[src/design/filt_pkg.sv]
package filt_pkg;

	// ~~~~~~~~~~~~~~~~~~~~~~~~~~~~~~~~~~~~~~~~
	// Frame geometry
	// ~~~~~~~~~~~~~~~~~~~~~~~~~~~~~~~~~~~~~~~~
	localparam int IMG_W = 8;
	localparam int IMG_H = 8;
	localparam int PIX_W = 8;
	localparam int COEF_W = 4;
	localparam int sum_w = 16;

	localparam int COL_W = $clog2(IMG_W);
	localparam int FRM_W = $clog2(IMG_W * IMG_H);
	localparam logic [COL_W-1:0] COL_LAST = COL_W'(IMG_W - 1);
	localparam logic [FRM_W-1:0] FRM_LAST = FRM_W'(IMG_W * IMG_H - 1);

	// ~~~~~~~~~~~~~~~~~~~~~~~~~~~~~~~~~~~~~~~~
	// Row machine encodings
	// ~~~~~~~~~~~~~~~~~~~~~~~~~~~~~~~~~~~~~~~~
	typedef enum logic [2:0] {ST_IDLE, ST_ZF, ST_A, ST_B, ST_C} row_state_t;

	// SEL_NONE feeds a row of zeros into the window
	typedef enum logic [1:0] {
		SEL_NONE = 2'd0,
		SEL_C = 2'd1,
		SEL_B = 2'd2,
		SEL_A = 2'd3
	} row_sel_t;

	typedef struct packed {
		row_sel_t top;
		row_sel_t mid;
		row_sel_t bot;
	} row_sels_t;

	typedef struct packed {
		logic a;
		logic b;
		logic c;
	} ram_ctl_t;

	// Coefficients in raster order, k0 is the top-left tap
	typedef struct packed {
		logic signed [COEF_W-1:0] k0;
		logic signed [COEF_W-1:0] k1;
		logic signed [COEF_W-1:0] k2;
		logic signed [COEF_W-1:0] k3;
		logic signed [COEF_W-1:0] k4;
		logic signed [COEF_W-1:0] k5;
		logic signed [COEF_W-1:0] k6;
		logic signed [COEF_W-1:0] k7;
		logic signed [COEF_W-1:0] k8;
		logic [2:0] shift;
	} coef_cfg_t;

	localparam coef_cfg_t CFG_IDENT = '{k4: COEF_W'(1), default: '0};

	typedef struct packed {
		logic [PIX_W-1:0] p0;
		logic [PIX_W-1:0] p1;
		logic [PIX_W-1:0] p2;
		logic [PIX_W-1:0] p3;
		logic [PIX_W-1:0] p4;
		logic [PIX_W-1:0] p5;
		logic [PIX_W-1:0] p6;
		logic [PIX_W-1:0] p7;
		logic [PIX_W-1:0] p8;
	} window_t;

endpackage

[src/design/coef_regs.sv]
`timescale 1ns/1ps

module coef_regs (
	input  logic                clk,
	input  logic                aclr,
	input  logic                cfg_wr,
	input  filt_pkg::coef_cfg_t cfg_in,
	output filt_pkg::coef_cfg_t cfg
);

	// Identity kernel out of reset, so pixels pass through unchanged
	always_ff @(posedge clk or posedge aclr) begin
		if (aclr) begin
			cfg <= filt_pkg::CFG_IDENT;
		end else if (cfg_wr) begin
			cfg <= cfg_in;
		end
	end

endmodule

[src/design/conv_mac.sv]
`timescale 1ns/1ps

module conv_mac (
	input  logic                       clk,
	input  logic                       aclr,
	input  filt_pkg::window_t          win,
	input  logic                       win_valid,
	input  filt_pkg::coef_cfg_t        cfg,
	output logic [filt_pkg::PIX_W-1:0] pix_out,
	output logic                       out_valid
);

	logic [filt_pkg::PIX_W-1:0] pix [9];
	logic signed [filt_pkg::COEF_W-1:0] k [9];
	logic signed [filt_pkg::PIX_W+filt_pkg::COEF_W:0] prod [9];
	logic signed [filt_pkg::sum_w-1:0] acc;
	logic signed [filt_pkg::sum_w-1:0] shifted;
	logic prod_valid;

	assign pix[0] = win.p0;
	assign pix[1] = win.p1;
	assign pix[2] = win.p2;
	assign pix[3] = win.p3;
	assign pix[4] = win.p4;
	assign pix[5] = win.p5;
	assign pix[6] = win.p6;
	assign pix[7] = win.p7;
	assign pix[8] = win.p8;

	assign k[0] = cfg.k0;
	assign k[1] = cfg.k1;
	assign k[2] = cfg.k2;
	assign k[3] = cfg.k3;
	assign k[4] = cfg.k4;
	assign k[5] = cfg.k5;
	assign k[6] = cfg.k6;
	assign k[7] = cfg.k7;
	assign k[8] = cfg.k8;

	// ~~~~~~~~~~~~~~~~~~~~~~~~~~~~~~~~~~~~~~~~
	// Stage 1, products
	// ~~~~~~~~~~~~~~~~~~~~~~~~~~~~~~~~~~~~~~~~
	// Pixels are unsigned, so a zero sign bit goes on top before the multiply
	always_ff @(posedge clk) begin
		for (int i = 0; i < 9; i++) begin
			prod[i] <= $signed({1'b0, pix[i]}) * k[i];
		end
	end

	always_ff @(posedge clk or posedge aclr) begin
		if (aclr) begin
			prod_valid <= 1'b0;
		end else begin
			prod_valid <= win_valid;
		end
	end

	// ~~~~~~~~~~~~~~~~~~~~~~~~~~~~~~~~~~~~~~~~
	// Stage 2, sum, shift and clamp
	// ~~~~~~~~~~~~~~~~~~~~~~~~~~~~~~~~~~~~~~~~
	always_comb begin
		acc = '0;
		for (int i = 0; i < 9; i++) begin
			acc = acc + prod[i];
		end
		shifted = acc >>> cfg.shift;
	end

	always_ff @(posedge clk) begin
		if (shifted[filt_pkg::sum_w-1]) begin
			pix_out <= '0;
		end else if (|shifted[filt_pkg::sum_w-2:filt_pkg::PIX_W]) begin
			pix_out <= '1;
		end else begin
			pix_out <= shifted[filt_pkg::PIX_W-1:0];
		end
	end

	always_ff @(posedge clk or posedge aclr) begin
		if (aclr) begin
			out_valid <= 1'b0;
		end else begin
			out_valid <= prod_valid;
		end
	end

endmodule

[src/design/filter_top.sv]
`timescale 1ns/1ps

module filter_top (
	input  logic                       clk,
	input  logic                       aclr,
	input  logic [filt_pkg::PIX_W-1:0] pix_in,
	input  logic                       pix_valid,
	input  logic                       cfg_wr,
	input  filt_pkg::coef_cfg_t        cfg_in,
	output logic [filt_pkg::PIX_W-1:0] pix_out,
	output logic                       out_valid
);

	filt_pkg::ram_ctl_t wren;
	filt_pkg::ram_ctl_t rden;
	filt_pkg::row_sels_t sels;
	filt_pkg::window_t win;
	filt_pkg::coef_cfg_t cfg;
	logic [filt_pkg::COL_W-1:0] wr_addr;
	logic [filt_pkg::COL_W-1:0] rd_addr;
	logic [filt_pkg::PIX_W-1:0] ram_a;
	logic [filt_pkg::PIX_W-1:0] ram_b;
	logic [filt_pkg::PIX_W-1:0] ram_c;
	logic win_valid;
	logic data_end;

	line_wr_ctrl i_line_wr_ctrl (
		.clk       (clk),
		.aclr      (aclr),
		.pix_valid (pix_valid),
		.wren      (wren),
		.wr_addr   (wr_addr)
	);

	row_ram i_ram_a (
		.clk     (clk),
		.wren    (wren.a),
		.wr_addr (wr_addr),
		.wr_data (pix_in),
		.rden    (rden.a),
		.rd_addr (rd_addr),
		.rd_data (ram_a)
	);

	row_ram i_ram_b (
		.clk     (clk),
		.wren    (wren.b),
		.wr_addr (wr_addr),
		.wr_data (pix_in),
		.rden    (rden.b),
		.rd_addr (rd_addr),
		.rd_data (ram_b)
	);

	row_ram i_ram_c (
		.clk     (clk),
		.wren    (wren.c),
		.wr_addr (wr_addr),
		.wr_data (pix_in),
		.rden    (rden.c),
		.rd_addr (rd_addr),
		.rd_data (ram_c)
	);

	gen_ram_rden i_gen_ram_rden (
		.clk      (clk),
		.aclr     (aclr),
		.wren     (wren),
		.sels     (sels),
		.rden     (rden),
		.rd_addr  (rd_addr),
		.data_end (data_end)
	);

	window_former i_window_former (
		.clk       (clk),
		.aclr      (aclr),
		.sels      (sels),
		.ram_a     (ram_a),
		.ram_b     (ram_b),
		.ram_c     (ram_c),
		.win       (win),
		.win_valid (win_valid)
	);

	coef_regs i_coef_regs (
		.clk    (clk),
		.aclr   (aclr),
		.cfg_wr (cfg_wr),
		.cfg_in (cfg_in),
		.cfg    (cfg)
	);

	conv_mac i_conv_mac (
		.clk       (clk),
		.aclr      (aclr),
		.win       (win),
		.win_valid (win_valid),
		.cfg       (cfg),
		.pix_out   (pix_out),
		.out_valid (out_valid)
	);

	// Last read of a frame comes out of the MAC five cycles later
	a_last_out: assert property (
		@(posedge clk) disable iff (aclr)
		data_end |-> ##5 out_valid
	);

endmodule

[src/design/gen_ram_rden.sv]
`timescale 1ns/1ps

module gen_ram_rden (
	input  logic                       clk,
	input  logic                       aclr,
	input  filt_pkg::ram_ctl_t         wren,
	output filt_pkg::row_sels_t        sels,
	output filt_pkg::ram_ctl_t         rden,
	output logic [filt_pkg::COL_W-1:0] rd_addr,
	output logic                       data_end
);

	filt_pkg::row_state_t top_st;
	filt_pkg::row_state_t mid_st;
	filt_pkg::row_state_t bot_st;
	filt_pkg::row_sels_t sel_c;
	logic [filt_pkg::FRM_W-1:0] wr_cnt;
	logic [filt_pkg::FRM_W-1:0] frm_cnt;
	logic [filt_pkg::COL_W-1:0] col_cnt;
	logic [filt_pkg::COL_W-1:0] zf_cnt;
	logic start;
	logic row_end;
	logic zero_end;
	logic count_row;
	logic count_zero;

	function automatic filt_pkg::row_sel_t state_sel(input filt_pkg::row_state_t st);
		case (st)
			filt_pkg::ST_A: return filt_pkg::SEL_A;
			filt_pkg::ST_B: return filt_pkg::SEL_B;
			filt_pkg::ST_C: return filt_pkg::SEL_C;
			default: return filt_pkg::SEL_NONE;
		endcase
	endfunction

	function automatic logic sel_pair_ok(input filt_pkg::row_sel_t x, input filt_pkg::row_sel_t y);
		return (x == filt_pkg::SEL_NONE) || (y == filt_pkg::SEL_NONE) || (x != y);
	endfunction

	// The middle machine is never in ST_ZF, so it paces every row
	assign count_row = (mid_st != filt_pkg::ST_IDLE);
	assign count_zero = (top_st == filt_pkg::ST_ZF) || (bot_st == filt_pkg::ST_ZF);

	always_comb begin
		sel_c.top = state_sel(top_st);
		sel_c.mid = state_sel(mid_st);
		sel_c.bot = state_sel(bot_st);
	end

	assign rden.a = (sel_c.top == filt_pkg::SEL_A) || (sel_c.mid == filt_pkg::SEL_A) ||
		(sel_c.bot == filt_pkg::SEL_A);
	assign rden.b = (sel_c.top == filt_pkg::SEL_B) || (sel_c.mid == filt_pkg::SEL_B) ||
		(sel_c.bot == filt_pkg::SEL_B);
	assign rden.c = (sel_c.top == filt_pkg::SEL_C) || (sel_c.mid == filt_pkg::SEL_C) ||
		(sel_c.bot == filt_pkg::SEL_C);
	assign rd_addr = col_cnt;

	// Once the first row is in RAM a the machines may start
	always_ff @(posedge clk or posedge aclr) begin
		if (aclr) begin
			wr_cnt <= '0;
			start <= 1'b0;
		end else begin
			start <= 1'b0;
			if (|wren) begin
				wr_cnt <= wr_cnt + 1'b1;
				start <= (wr_cnt[filt_pkg::FRM_W-1:filt_pkg::COL_W] == '0) &&
					(wr_cnt[filt_pkg::COL_W-1:0] == filt_pkg::COL_LAST);
			end
		end
	end

	// ~~~~~~~~~~~~~~~~~~~~~~~~~~~~~~~~~~~~~~~~
	// Row machines
	// ~~~~~~~~~~~~~~~~~~~~~~~~~~~~~~~~~~~~~~~~
	always_ff @(posedge clk or posedge aclr) begin
		if (aclr) begin
			top_st <= filt_pkg::ST_IDLE;
		end else begin
			case (top_st)
				filt_pkg::ST_IDLE: if (start) top_st <= filt_pkg::ST_ZF;
				filt_pkg::ST_ZF: if (zero_end) top_st <= filt_pkg::ST_A;
				filt_pkg::ST_A: begin
					if (data_end) begin
						top_st <= filt_pkg::ST_IDLE;
					end else if (row_end) begin
						top_st <= filt_pkg::ST_B;
					end
				end
				filt_pkg::ST_B: if (row_end) top_st <= filt_pkg::ST_C;
				filt_pkg::ST_C: if (row_end) top_st <= filt_pkg::ST_A;
				default: top_st <= filt_pkg::ST_IDLE;
			endcase
		end
	end

	always_ff @(posedge clk or posedge aclr) begin
		if (aclr) begin
			mid_st <= filt_pkg::ST_IDLE;
		end else begin
			case (mid_st)
				filt_pkg::ST_IDLE: if (start) mid_st <= filt_pkg::ST_A;
				filt_pkg::ST_A: if (row_end) mid_st <= filt_pkg::ST_B;
				filt_pkg::ST_B: begin
					if (data_end) begin
						mid_st <= filt_pkg::ST_IDLE;
					end else if (row_end) begin
						mid_st <= filt_pkg::ST_C;
					end
				end
				filt_pkg::ST_C: if (row_end) mid_st <= filt_pkg::ST_A;
				default: mid_st <= filt_pkg::ST_IDLE;
			endcase
		end
	end

	// Bottom row turns to zeros after image row 7 has been read as a bottom row
	always_ff @(posedge clk or posedge aclr) begin
		if (aclr) begin
			bot_st <= filt_pkg::ST_IDLE;
		end else begin
			case (bot_st)
				filt_pkg::ST_IDLE: if (start) bot_st <= filt_pkg::ST_B;
				filt_pkg::ST_B: begin
					if (row_end && (frm_cnt[filt_pkg::FRM_W-1:filt_pkg::COL_W] ==
						filt_pkg::FRM_LAST[filt_pkg::FRM_W-1:filt_pkg::COL_W] - 1'b1)) begin
						bot_st <= filt_pkg::ST_ZF;
					end else if (row_end) begin
						bot_st <= filt_pkg::ST_C;
					end
				end
				filt_pkg::ST_C: if (row_end) bot_st <= filt_pkg::ST_A;
				filt_pkg::ST_A: begin
					if (data_end) begin
						bot_st <= filt_pkg::ST_IDLE;
					end else if (row_end) begin
						bot_st <= filt_pkg::ST_B;
					end
				end
				filt_pkg::ST_ZF: if (zero_end) bot_st <= filt_pkg::ST_IDLE;
				default: bot_st <= filt_pkg::ST_IDLE;
			endcase
		end
	end

	// ~~~~~~~~~~~~~~~~~~~~~~~~~~~~~~~~~~~~~~~~
	// Counters
	// ~~~~~~~~~~~~~~~~~~~~~~~~~~~~~~~~~~~~~~~~
	always_ff @(posedge clk or posedge aclr) begin
		if (aclr) begin
			col_cnt <= '0;
			frm_cnt <= '0;
			row_end <= 1'b0;
			data_end <= 1'b0;
		end else begin
			row_end <= 1'b0;
			data_end <= 1'b0;
			if (count_row) begin
				col_cnt <= col_cnt + 1'b1;
				frm_cnt <= frm_cnt + 1'b1;
				row_end <= (col_cnt == filt_pkg::COL_LAST - 1'b1);
				data_end <= (frm_cnt == filt_pkg::FRM_LAST - 1'b1);
			end
		end
	end

	always_ff @(posedge clk or posedge aclr) begin
		if (aclr) begin
			zf_cnt <= '0;
			zero_end <= 1'b0;
		end else if (count_zero) begin
			zf_cnt <= zf_cnt + 1'b1;
			zero_end <= (zf_cnt == filt_pkg::COL_LAST - 1'b1);
		end else begin
			zf_cnt <= '0;
			zero_end <= 1'b0;
		end
	end

	// Selects follow the read enables by one cycle, in step with RAM data
	always_ff @(posedge clk or posedge aclr) begin
		if (aclr) begin
			sels <= '0;
		end else begin
			sels <= sel_c;
		end
	end

	a_sel_distinct: assert property (
		@(posedge clk) disable iff (aclr)
		sel_pair_ok(sels.top, sels.mid) && sel_pair_ok(sels.top, sels.bot) &&
		sel_pair_ok(sels.mid, sels.bot)
	);

	a_end_idle: assert property (
		@(posedge clk) disable iff (aclr)
		data_end |=> (top_st == filt_pkg::ST_IDLE) && (mid_st == filt_pkg::ST_IDLE) &&
			(bot_st == filt_pkg::ST_IDLE)
	);

endmodule

[src/design/line_wr_ctrl.sv]
`timescale 1ns/1ps

module line_wr_ctrl (
	input  logic                       clk,
	input  logic                       aclr,
	input  logic                       pix_valid,
	output filt_pkg::ram_ctl_t         wren,
	output logic [filt_pkg::COL_W-1:0] wr_addr
);

	logic [filt_pkg::FRM_W-1:0] pix_cnt;
	filt_pkg::ram_ctl_t wr_ptr;

	// The row pointer steps a to b to c after every full row
	// Every frame starts again in RAM a, which is where the row machines expect row 0
	always_ff @(posedge clk or posedge aclr) begin
		if (aclr) begin
			pix_cnt <= '0;
			wr_ptr <= '{a: 1'b1, b: 1'b0, c: 1'b0};
		end else if (pix_valid) begin
			pix_cnt <= pix_cnt + 1'b1;
			if (pix_cnt == filt_pkg::FRM_LAST) begin
				wr_ptr <= '{a: 1'b1, b: 1'b0, c: 1'b0};
			end else if (pix_cnt[filt_pkg::COL_W-1:0] == filt_pkg::COL_LAST) begin
				wr_ptr.a <= wr_ptr.c;
				wr_ptr.b <= wr_ptr.a;
				wr_ptr.c <= wr_ptr.b;
			end
		end
	end

	// Pixels are written on the cycle they arrive
	assign wren = pix_valid ? wr_ptr : '0;
	assign wr_addr = pix_cnt[filt_pkg::COL_W-1:0];

	a_wren_onehot: assert property (
		@(posedge clk) disable iff (aclr)
		$onehot0(wren)
	);

endmodule

[src/design/row_ram.sv]
`timescale 1ns/1ps

module row_ram (
	input  logic                       clk,
	input  logic                       wren,
	input  logic [filt_pkg::COL_W-1:0] wr_addr,
	input  logic [filt_pkg::PIX_W-1:0] wr_data,
	input  logic                       rden,
	input  logic [filt_pkg::COL_W-1:0] rd_addr,
	output logic [filt_pkg::PIX_W-1:0] rd_data
);

	logic [filt_pkg::PIX_W-1:0] mem [filt_pkg::IMG_W];

	always_ff @(posedge clk) begin
		if (wren) begin
			mem[wr_addr] <= wr_data;
		end
	end

	// Same address on both ports returns the old word
	always_ff @(posedge clk) begin
		if (rden) begin
			rd_data <= mem[rd_addr];
		end
	end

endmodule

[src/design/window_former.sv]
`timescale 1ns/1ps

module window_former (
	input  logic                       clk,
	input  logic                       aclr,
	input  filt_pkg::row_sels_t        sels,
	input  logic [filt_pkg::PIX_W-1:0] ram_a,
	input  logic [filt_pkg::PIX_W-1:0] ram_b,
	input  logic [filt_pkg::PIX_W-1:0] ram_c,
	output filt_pkg::window_t          win,
	output logic                       win_valid
);

	typedef struct packed {
		logic [filt_pkg::PIX_W-1:0] top;
		logic [filt_pkg::PIX_W-1:0] mid;
		logic [filt_pkg::PIX_W-1:0] bot;
	} column_t;

	column_t col_in;
	column_t col_a;
	column_t col_b;
	column_t pad_l;
	column_t pad_r;
	logic in_valid;
	logic valid_a;
	logic [filt_pkg::COL_W-1:0] col_cnt;
	logic [filt_pkg::COL_W-1:0] idx_a;

	function automatic logic [filt_pkg::PIX_W-1:0] pick(
		input filt_pkg::row_sel_t s,
		input logic [filt_pkg::PIX_W-1:0] a,
		input logic [filt_pkg::PIX_W-1:0] b,
		input logic [filt_pkg::PIX_W-1:0] c
	);
		case (s)
			filt_pkg::SEL_A: return a;
			filt_pkg::SEL_B: return b;
			filt_pkg::SEL_C: return c;
			default: return '0;
		endcase
	endfunction

	always_comb begin
		col_in.top = pick(sels.top, ram_a, ram_b, ram_c);
		col_in.mid = pick(sels.mid, ram_a, ram_b, ram_c);
		col_in.bot = pick(sels.bot, ram_a, ram_b, ram_c);
	end

	assign in_valid = (sels.mid != filt_pkg::SEL_NONE);

	always_ff @(posedge clk or posedge aclr) begin
		if (aclr) begin
			col_cnt <= '0;
			idx_a <= '0;
			valid_a <= 1'b0;
		end else begin
			valid_a <= in_valid;
			idx_a <= col_cnt;
			if (in_valid) begin
				col_cnt <= col_cnt + 1'b1;
			end
		end
	end

	always_ff @(posedge clk) begin
		col_a <= col_in;
		col_b <= col_a;
	end

	// The window is centred on col_a, so the incoming column is its right neighbour
	assign pad_l = (idx_a == '0) ? '0 : col_b;
	assign pad_r = (idx_a == filt_pkg::COL_LAST) ? '0 : col_in;

	always_ff @(posedge clk) begin
		win.p0 <= pad_l.top;
		win.p1 <= col_a.top;
		win.p2 <= pad_r.top;
		win.p3 <= pad_l.mid;
		win.p4 <= col_a.mid;
		win.p5 <= pad_r.mid;
		win.p6 <= pad_l.bot;
		win.p7 <= col_a.bot;
		win.p8 <= pad_r.bot;
	end

	always_ff @(posedge clk or posedge aclr) begin
		if (aclr) begin
			win_valid <= 1'b0;
		end else begin
			win_valid <= valid_a;
		end
	end

endmodule

[config.mk]
export PLATFORM = sky130hd
export DESIGN_NAME = filter_top
export DESIGN_NICKNAME = d
export VERILOG_FILES = /design/src/design/filt_pkg.sv /design/src/design/coef_regs.sv /design/src/design/conv_mac.sv /design/src/design/filter_top.sv /design/src/design/gen_ram_rden.sv /design/src/design/line_wr_ctrl.sv /design/src/design/row_ram.sv /design/src/design/window_former.sv
export SDC_FILE = /design/constraint.sdc
export NUM_CORES = 1
export LEC_CHECK = 0
export ABC_AREA = 1
export BUFFER_PORTS_ARGS = -buffer_cell sky130_fd_sc_hd__buf_2
export CORE_UTILIZATION = 58
export CTS_CLUSTER_SIZE = 10
export DETAILED_ROUTE_END_ITERATION = 8
export GPL_ROUTABILITY_DRIVEN = 0
export GPL_TIMING_DRIVEN = 0
export PLACE_DENSITY = 0.77
export SLEW_MARGIN = 30
export SYNTH_ARGS = -nofsm -noshare
export SYNTH_HDL_FRONTEND = slang
export SYNTH_SLANG_ARGS = --single-unit
[constraint.sdc]
create_clock -name clk -period 4.7 [get_ports clk]
set_input_delay 0.235 -clock clk [delete_from_list [all_inputs] [get_ports clk]]
set_output_delay 0.235 -clock clk [all_outputs]
set_load 0.05 [all_outputs]
Word-level counts from Yosys, hierarchy flattened --
Memory sizes are Yosys's and may differ from the RTL's. A register that Yosys moved wholly into a read port is not among the register bits. Cells that the tools add are included.
Storage, ports and cells: register bits after elaboration 199, latch bits 0, memory bits (writable) 309, bits in read-only memories 0, input port bits 51, output and inout bits 9, word-level logic and storage cells 184, memories 4
Memories:
- i_conv_mac.prod | depth 9, bits a word 13, rd ports 9, clocked after memory_dff 0, wr ports 9, line conv_mac.sv:15 | logic signed [filt_pkg::PIX_W+filt_pkg::COEF_W:0] prod [9];
- i_ram_a.mem | depth 8, bits a word 8, rd ports 1, clocked after memory_dff 1, wr ports 1, line row_ram.sv:13 | logic [filt_pkg::PIX_W-1:0] mem [filt_pkg::IMG_W];
- i_ram_b.mem | depth 8, bits a word 8, rd ports 1, clocked after memory_dff 1, wr ports 1, line row_ram.sv:13
- i_ram_c.mem | depth 8, bits a word 8, rd ports 1, clocked after memory_dff 1, wr ports 1, line row_ram.sv:13
Operators by class: add/sub/neg operators 14, $mul 9, div/mod/pow operators 0, magnitude comparators 0, equal/unequal tests 51, shift-type cells 1, multiplexer cells 35, bitwise logic cells 0, reductions and logical operators 23
Operators with widths (count):
- multiplier 9 x 4 -> 13 bit | 9
- adder 16 x 13 -> 16 bit | 6
- one-hot mux 8 bit (3 select lines) | 3
- 2-to-1 mux 3 bit | 15
- one-hot mux 3 bit (5 select lines) | 2
- equality test 3 bit, second input constant | 9
- equality test 2 bit, second input constant | 12
- inequality test 2 x 1 -> 1 bit, second input constant | 10
- adder 6 x 1 -> 6 bit, second input constant | 3
- equality test 3 x 2 -> 1 bit, second input constant | 6
- one-hot mux 2 bit (3 select lines) | 3
- >>> shifter 16 x 3 -> 16 bit | 1
- adder 14 x 13 -> 15 bit | 1
- zero test 3 bit | 5
- adder 13 x 13 -> 14 bit | 1
- equality test 2 x 1 -> 1 bit, second input constant | 6
- equality test 6 bit, second input constant | 2
- inequality test 3 x 1 -> 1 bit, second input constant | 4
- one-hot mux 3 bit (4 select lines) | 1
- 2-to-1 mux 1 bit | 10
- AND reduction 5 bit | 2
- adder 3 x 1 -> 3 bit, second input constant | 3
- 2-to-1 mux 8 bit | 1
- logical OR 1 bit | 7
- other kinds (8) | 11

Logic depth before layout (Yosys ltp) --
depth in word-level cells 11, mapped depth 30, gate-level depth less buffers 30

Hierarchy --
From an unflattened synthesis, not the netlist that was laid out.
Second synthesis, totals: cell total of the unflattened synthesis 3557, area total of the unflattened synthesis 32162.1 µm²
By module, submodules not included:
- conv_mac | times used 1, cells an instance 1885, area each 15593.7 µm², sequential area each 2552.4 µm²
- row_ram | times used 3, cells an instance 303, area each 3130.5 µm², sequential area each 2162.1 µm²
- window_former | times used 1, cells an instance 329, area each 3365.7 µm², sequential area each 2122.0 µm²
- gen_ram_rden | times used 1, cells an instance 212, area each 1851.8 µm², sequential area each 925.9 µm²
- coef_regs | times used 1, cells an instance 166, area each 1471.4 µm², sequential area each 977.2 µm²
- line_wr_ctrl | times used 1, cells an instance 56, area each 488.0 µm², sequential area each 226.5 µm²

Worst setup path after synthesis --
OpenSTA, ideal clock, no wires.
path kind reg-to-reg, start memory i_conv_mac.prod[0][1] (netlist name), end register i_conv_mac.pix_out[0] (netlist name), library setup time 0.109 ns, data arrival time 4.298 ns, data required time 4.591 ns, path slack 0.293 ns, stages on the path, launching flop included 31, path buffers 0, clock period less this slack 4.407 ns, cells stage by stage dfxtp_1 fa_1 ha_1 inv_1 fa_1 o21ai_1 a21o_1 a21oi_1 o21ai_1 nand3_1 o21ai_1 xor2_1 fa_1 inv_1 ha_1 nand2_1 inv_1 nand2_1 nand2_1 a21oi_1 nand2_1 nand2_1 nand3_1 nand2_1 nand2_1 nand2_1 nand2_1 nor2_4 nand3_1 nand2_1 inv_1
RTL lines:
- start: declaration | line conv_mac.sv:15
- end signal: assignment | line conv_mac.sv:75 | pix_out <= shifted[filt_pkg::PIX_W-1:0];
- end: declaration | line conv_mac.sv:9 | output logic [filt_pkg::PIX_W-1:0] pix_out,

==> metrics.cfg <==
[run_status]
outcome=complete, but fails checks
violations=setup timing

[critical_path]
cp.arrival_ns=5.24
rr_startpoint=i_conv_mac.prod[0][14]
critPathLaunchType=flip-flop
reg2reg_depth=25
worst_setup_path_end_kind=flip-flop
worstPathMaxFanout=8
rrSetupSlack_ns=-0.02
required_ns=5.22
crit_type=reg -> reg
timing.rr.end=i_conv_mac.pix_out[6]

[detailed_routing]
drc=0
top_layer_used=met4
wl_um=68390
wl_met1_um=27510
post_drt_wl_per_cell_um=16.61
via_count=21710
detail-route-antenna-nets=0
met2_length_um=34230
via_per_inst=5.272
drtPass1Iterations=6
drt_iter0_drc=1578
wl_met3_um=4086

[clock_network]
clk_latency_ns=0.63
cts_max_level=2
clkSlewWorstSetupHoldPaths_ns=0.06
cts_made_buffers=61
clockBufferDepth=3
root_buffer=clkbuf_16
cts_sinks=532
cts_tree=built

[synthesis]
netlist_area_um2=30690
synthArstFlopShare_pct=17.86
ys_seq_area_share_pct=43.30
ys_types=45
synth_edf_count=216
synth_flop_cell=dfxtp_1
syn_avg_cell_area_um2=9.535
synthCells=3219
synth-warning-count=0
synth_nets=3734
ys_ff_latch=532

[global_route]
grt_pass1_wl_um=110900
first_global_vias=21850
grt_overflow=0
antenna_found_initial=0
grt_max_degree=55
track_usage_pct=26.37

[sta]
maxSlewHeadroom_pct=35.33
hold_slack_ns=0.03948
tightestPinTransition_ns=0.9700
hold_violations=0
min_period_ns=4.724
skew_ns=0.02958
fmax_mhz=211.7
layout_worst_path_cycle_share_pct=100.5
rsz0062_at_grt=true
worst_slack_ns=-0.02380
drv_slew=0
setup_viol=8
finalSetupTns_ns=-0.1198

[layout]
nNetsFinal=3905
area_delta_synth_final_pct=12.07
final_common_cell=inv_1
final_area_um2=34400
drive_above_1_share_pct=7.941
final_cell_mix=618 x inv_1, 517 x nand2_1, 307 x nor2_1
diodes=0
fill_cells=3896
seqCellArea_um2=13290
multiInputGateArea_um2=14940
final_cells=4118

[min_path]
hold_path_class=in -> reg
holdPathStages=2
hold_end=i_coef_regs.cfg[9]
hp-start=cfg_wr

[place]
dp_hpwl_um=50980
dp_cells=3958
placed_cell_area_um2=31880
io_buffers=58

[job]
drv_cap=0

[floorplan]
die_x_um=232.0
start_util_pct=59.23
row_count=83
core-area_um2=51820
io_pins=60
die_h_um=232.0
dieArea_um2=53840

-- cell type report --
cell class / instances / share of cell area, %
timing repair buffer: 108 / 2.292
inverter: 634 / 6.933
tap: 680 / 2.474
clock inverter: 5 / 0.2219
sequential: 532 / 38.64
multi-input combinational: 1973 / 43.44
clock buffer: 106 / 5.111
buffer: 80 / 0.8912
-- metrics by stage --
step	utilization, %	worst slack [ns]
CTS	66.09	0.002370
detailed placement	61.51	-0.3207
floorplan	-	0.2932
global route	66.38	-0.2974
finish	66.38	-0.02380
global placement	61.43	-0.2820
-- worst max-delay path by stage --
stage | start | end | slack (ns) | cells past startpoint
floorplan | i_conv_mac.prod[0][1] | i_conv_mac.pix_out[0] | 0.29 | 30
finish | i_conv_mac.prod[0][14] | i_conv_mac.pix_out[6] | -0.02 | 25
detailed placement | i_conv_mac.prod[0][1] | i_conv_mac.pix_out[1] | -0.32 | 30
global route | i_conv_mac.prod[0][14] | i_conv_mac.pix_out[1] | -0.30 | 30
CTS | i_conv_mac.prod[0][1] | i_conv_mac.pix_out[4] | 0.002 | 28
global placement | i_conv_mac.prod[0][1] | i_conv_mac.pix_out[3] | -0.28 | 28
-- metal layers --
| metal | up-vias | global-route usage, % |
|---|---|---|
| li1 | 10520 | - |
| met1 | 10290 | 32.59 |
| met2 | 739 | 46.45 |
| met3 | 156 | 3.500 |
| met4 | 0 | 10.71 |
| met5 | - | 0 |
-- state kept, by name, indices dropped and copies added (netlist names), 8 cells and up --
name / count
i_conv_mac.prod: 117
i_ram_a.mem: 64
i_ram_b.mem: 64
i_ram_c.mem: 64
i_window_former.win: 48
i_coef_regs.cfg: 39
i_window_former.col_a: 24
i_window_former.col_b: 24
i_conv_mac.pix_out: 8
i_ram_a.rd_data: 8
i_ram_b.rd_data: 8
i_ram_c.rd_data: 8
-- logic make-up (layout without fill, tap and decap cells) --
family | count (synthesis) | in the layout | share of synthesized area [%]
adder cells (fa/ha/maj) | 464 | 464 | 23.76
multiplexers | 27 | 27 | 0.9906
AO/OA/AOI/OAI | 360 | 360 | 6.628
buffers and inverters | 714 | 933 | 8.740
flip-flops | 532 | 532 | 43.30
AND/OR/NAND/NOR | 1016 | 1016 | 13.56
XOR/XNOR | 106 | 106 | 3.025
-- critical path, stage by stage, from the launching register on --
cell and delay (ns):
dfxtp_2 0.32, fa_1 0.55, ha_2 0.21, inv_2 0.04, fa_2 0.36, o21ai_2 0.17
a21o_1 0.15, a21oi_2 0.07, o21ai_2 0.15, buf_4 0.16, xor2_4 0.19, fa_1 0.49
ha_4 0.29, nand2_1 0.15, inv_2 0.05, a21oi_2 0.19, inv_1 0.06, a21oi_1 0.11
o21ai_1 0.12, nand3b_1 0.22, nand2_4 0.10, nor2_2 0.05, nor2_4 0.22, nand3_1 0.11
nand2_1 0.07, inv_1 0.04
-- repair_timing --
action                     CTS  global route
pin swaps                   10            31
setup endpoints to repair    8             8
hold endpoints to repair    81             0
hold buffers                41             0
setup buffers                4             4
gates resized for setup     17            35
-- Yosys cell counts, drive strengths merged, types with 14 or more instances --
library cell | instances | area share, %
mux2 | 27 | 0.99
xor2 | 63 | 1.8
nand2 | 532 | 6.6
nand3 | 103 | 1.8
dfxtp | 221 | 14
o21ai | 161 | 2.6
edfxtp | 216 | 21
nor2 | 317 | 4.0
clkbuf | 78 | 0.95
o22ai | 25 | 0.51
nor3 | 15 | 0.24
a31oi | 29 | 0.59
o211ai | 18 | 0.44
xnor2 | 43 | 1.2
dfrtp | 93 | 7.6
or2 | 34 | 0.69
ha | 266 | 11
a21o | 14 | 0.34
a21oi | 88 | 1.5
inv | 626 | 7.7
fa | 198 | 13
Power is not shown: default switching activity piles up to over one toggle a cycle in this logic, so the estimate is an artifact.
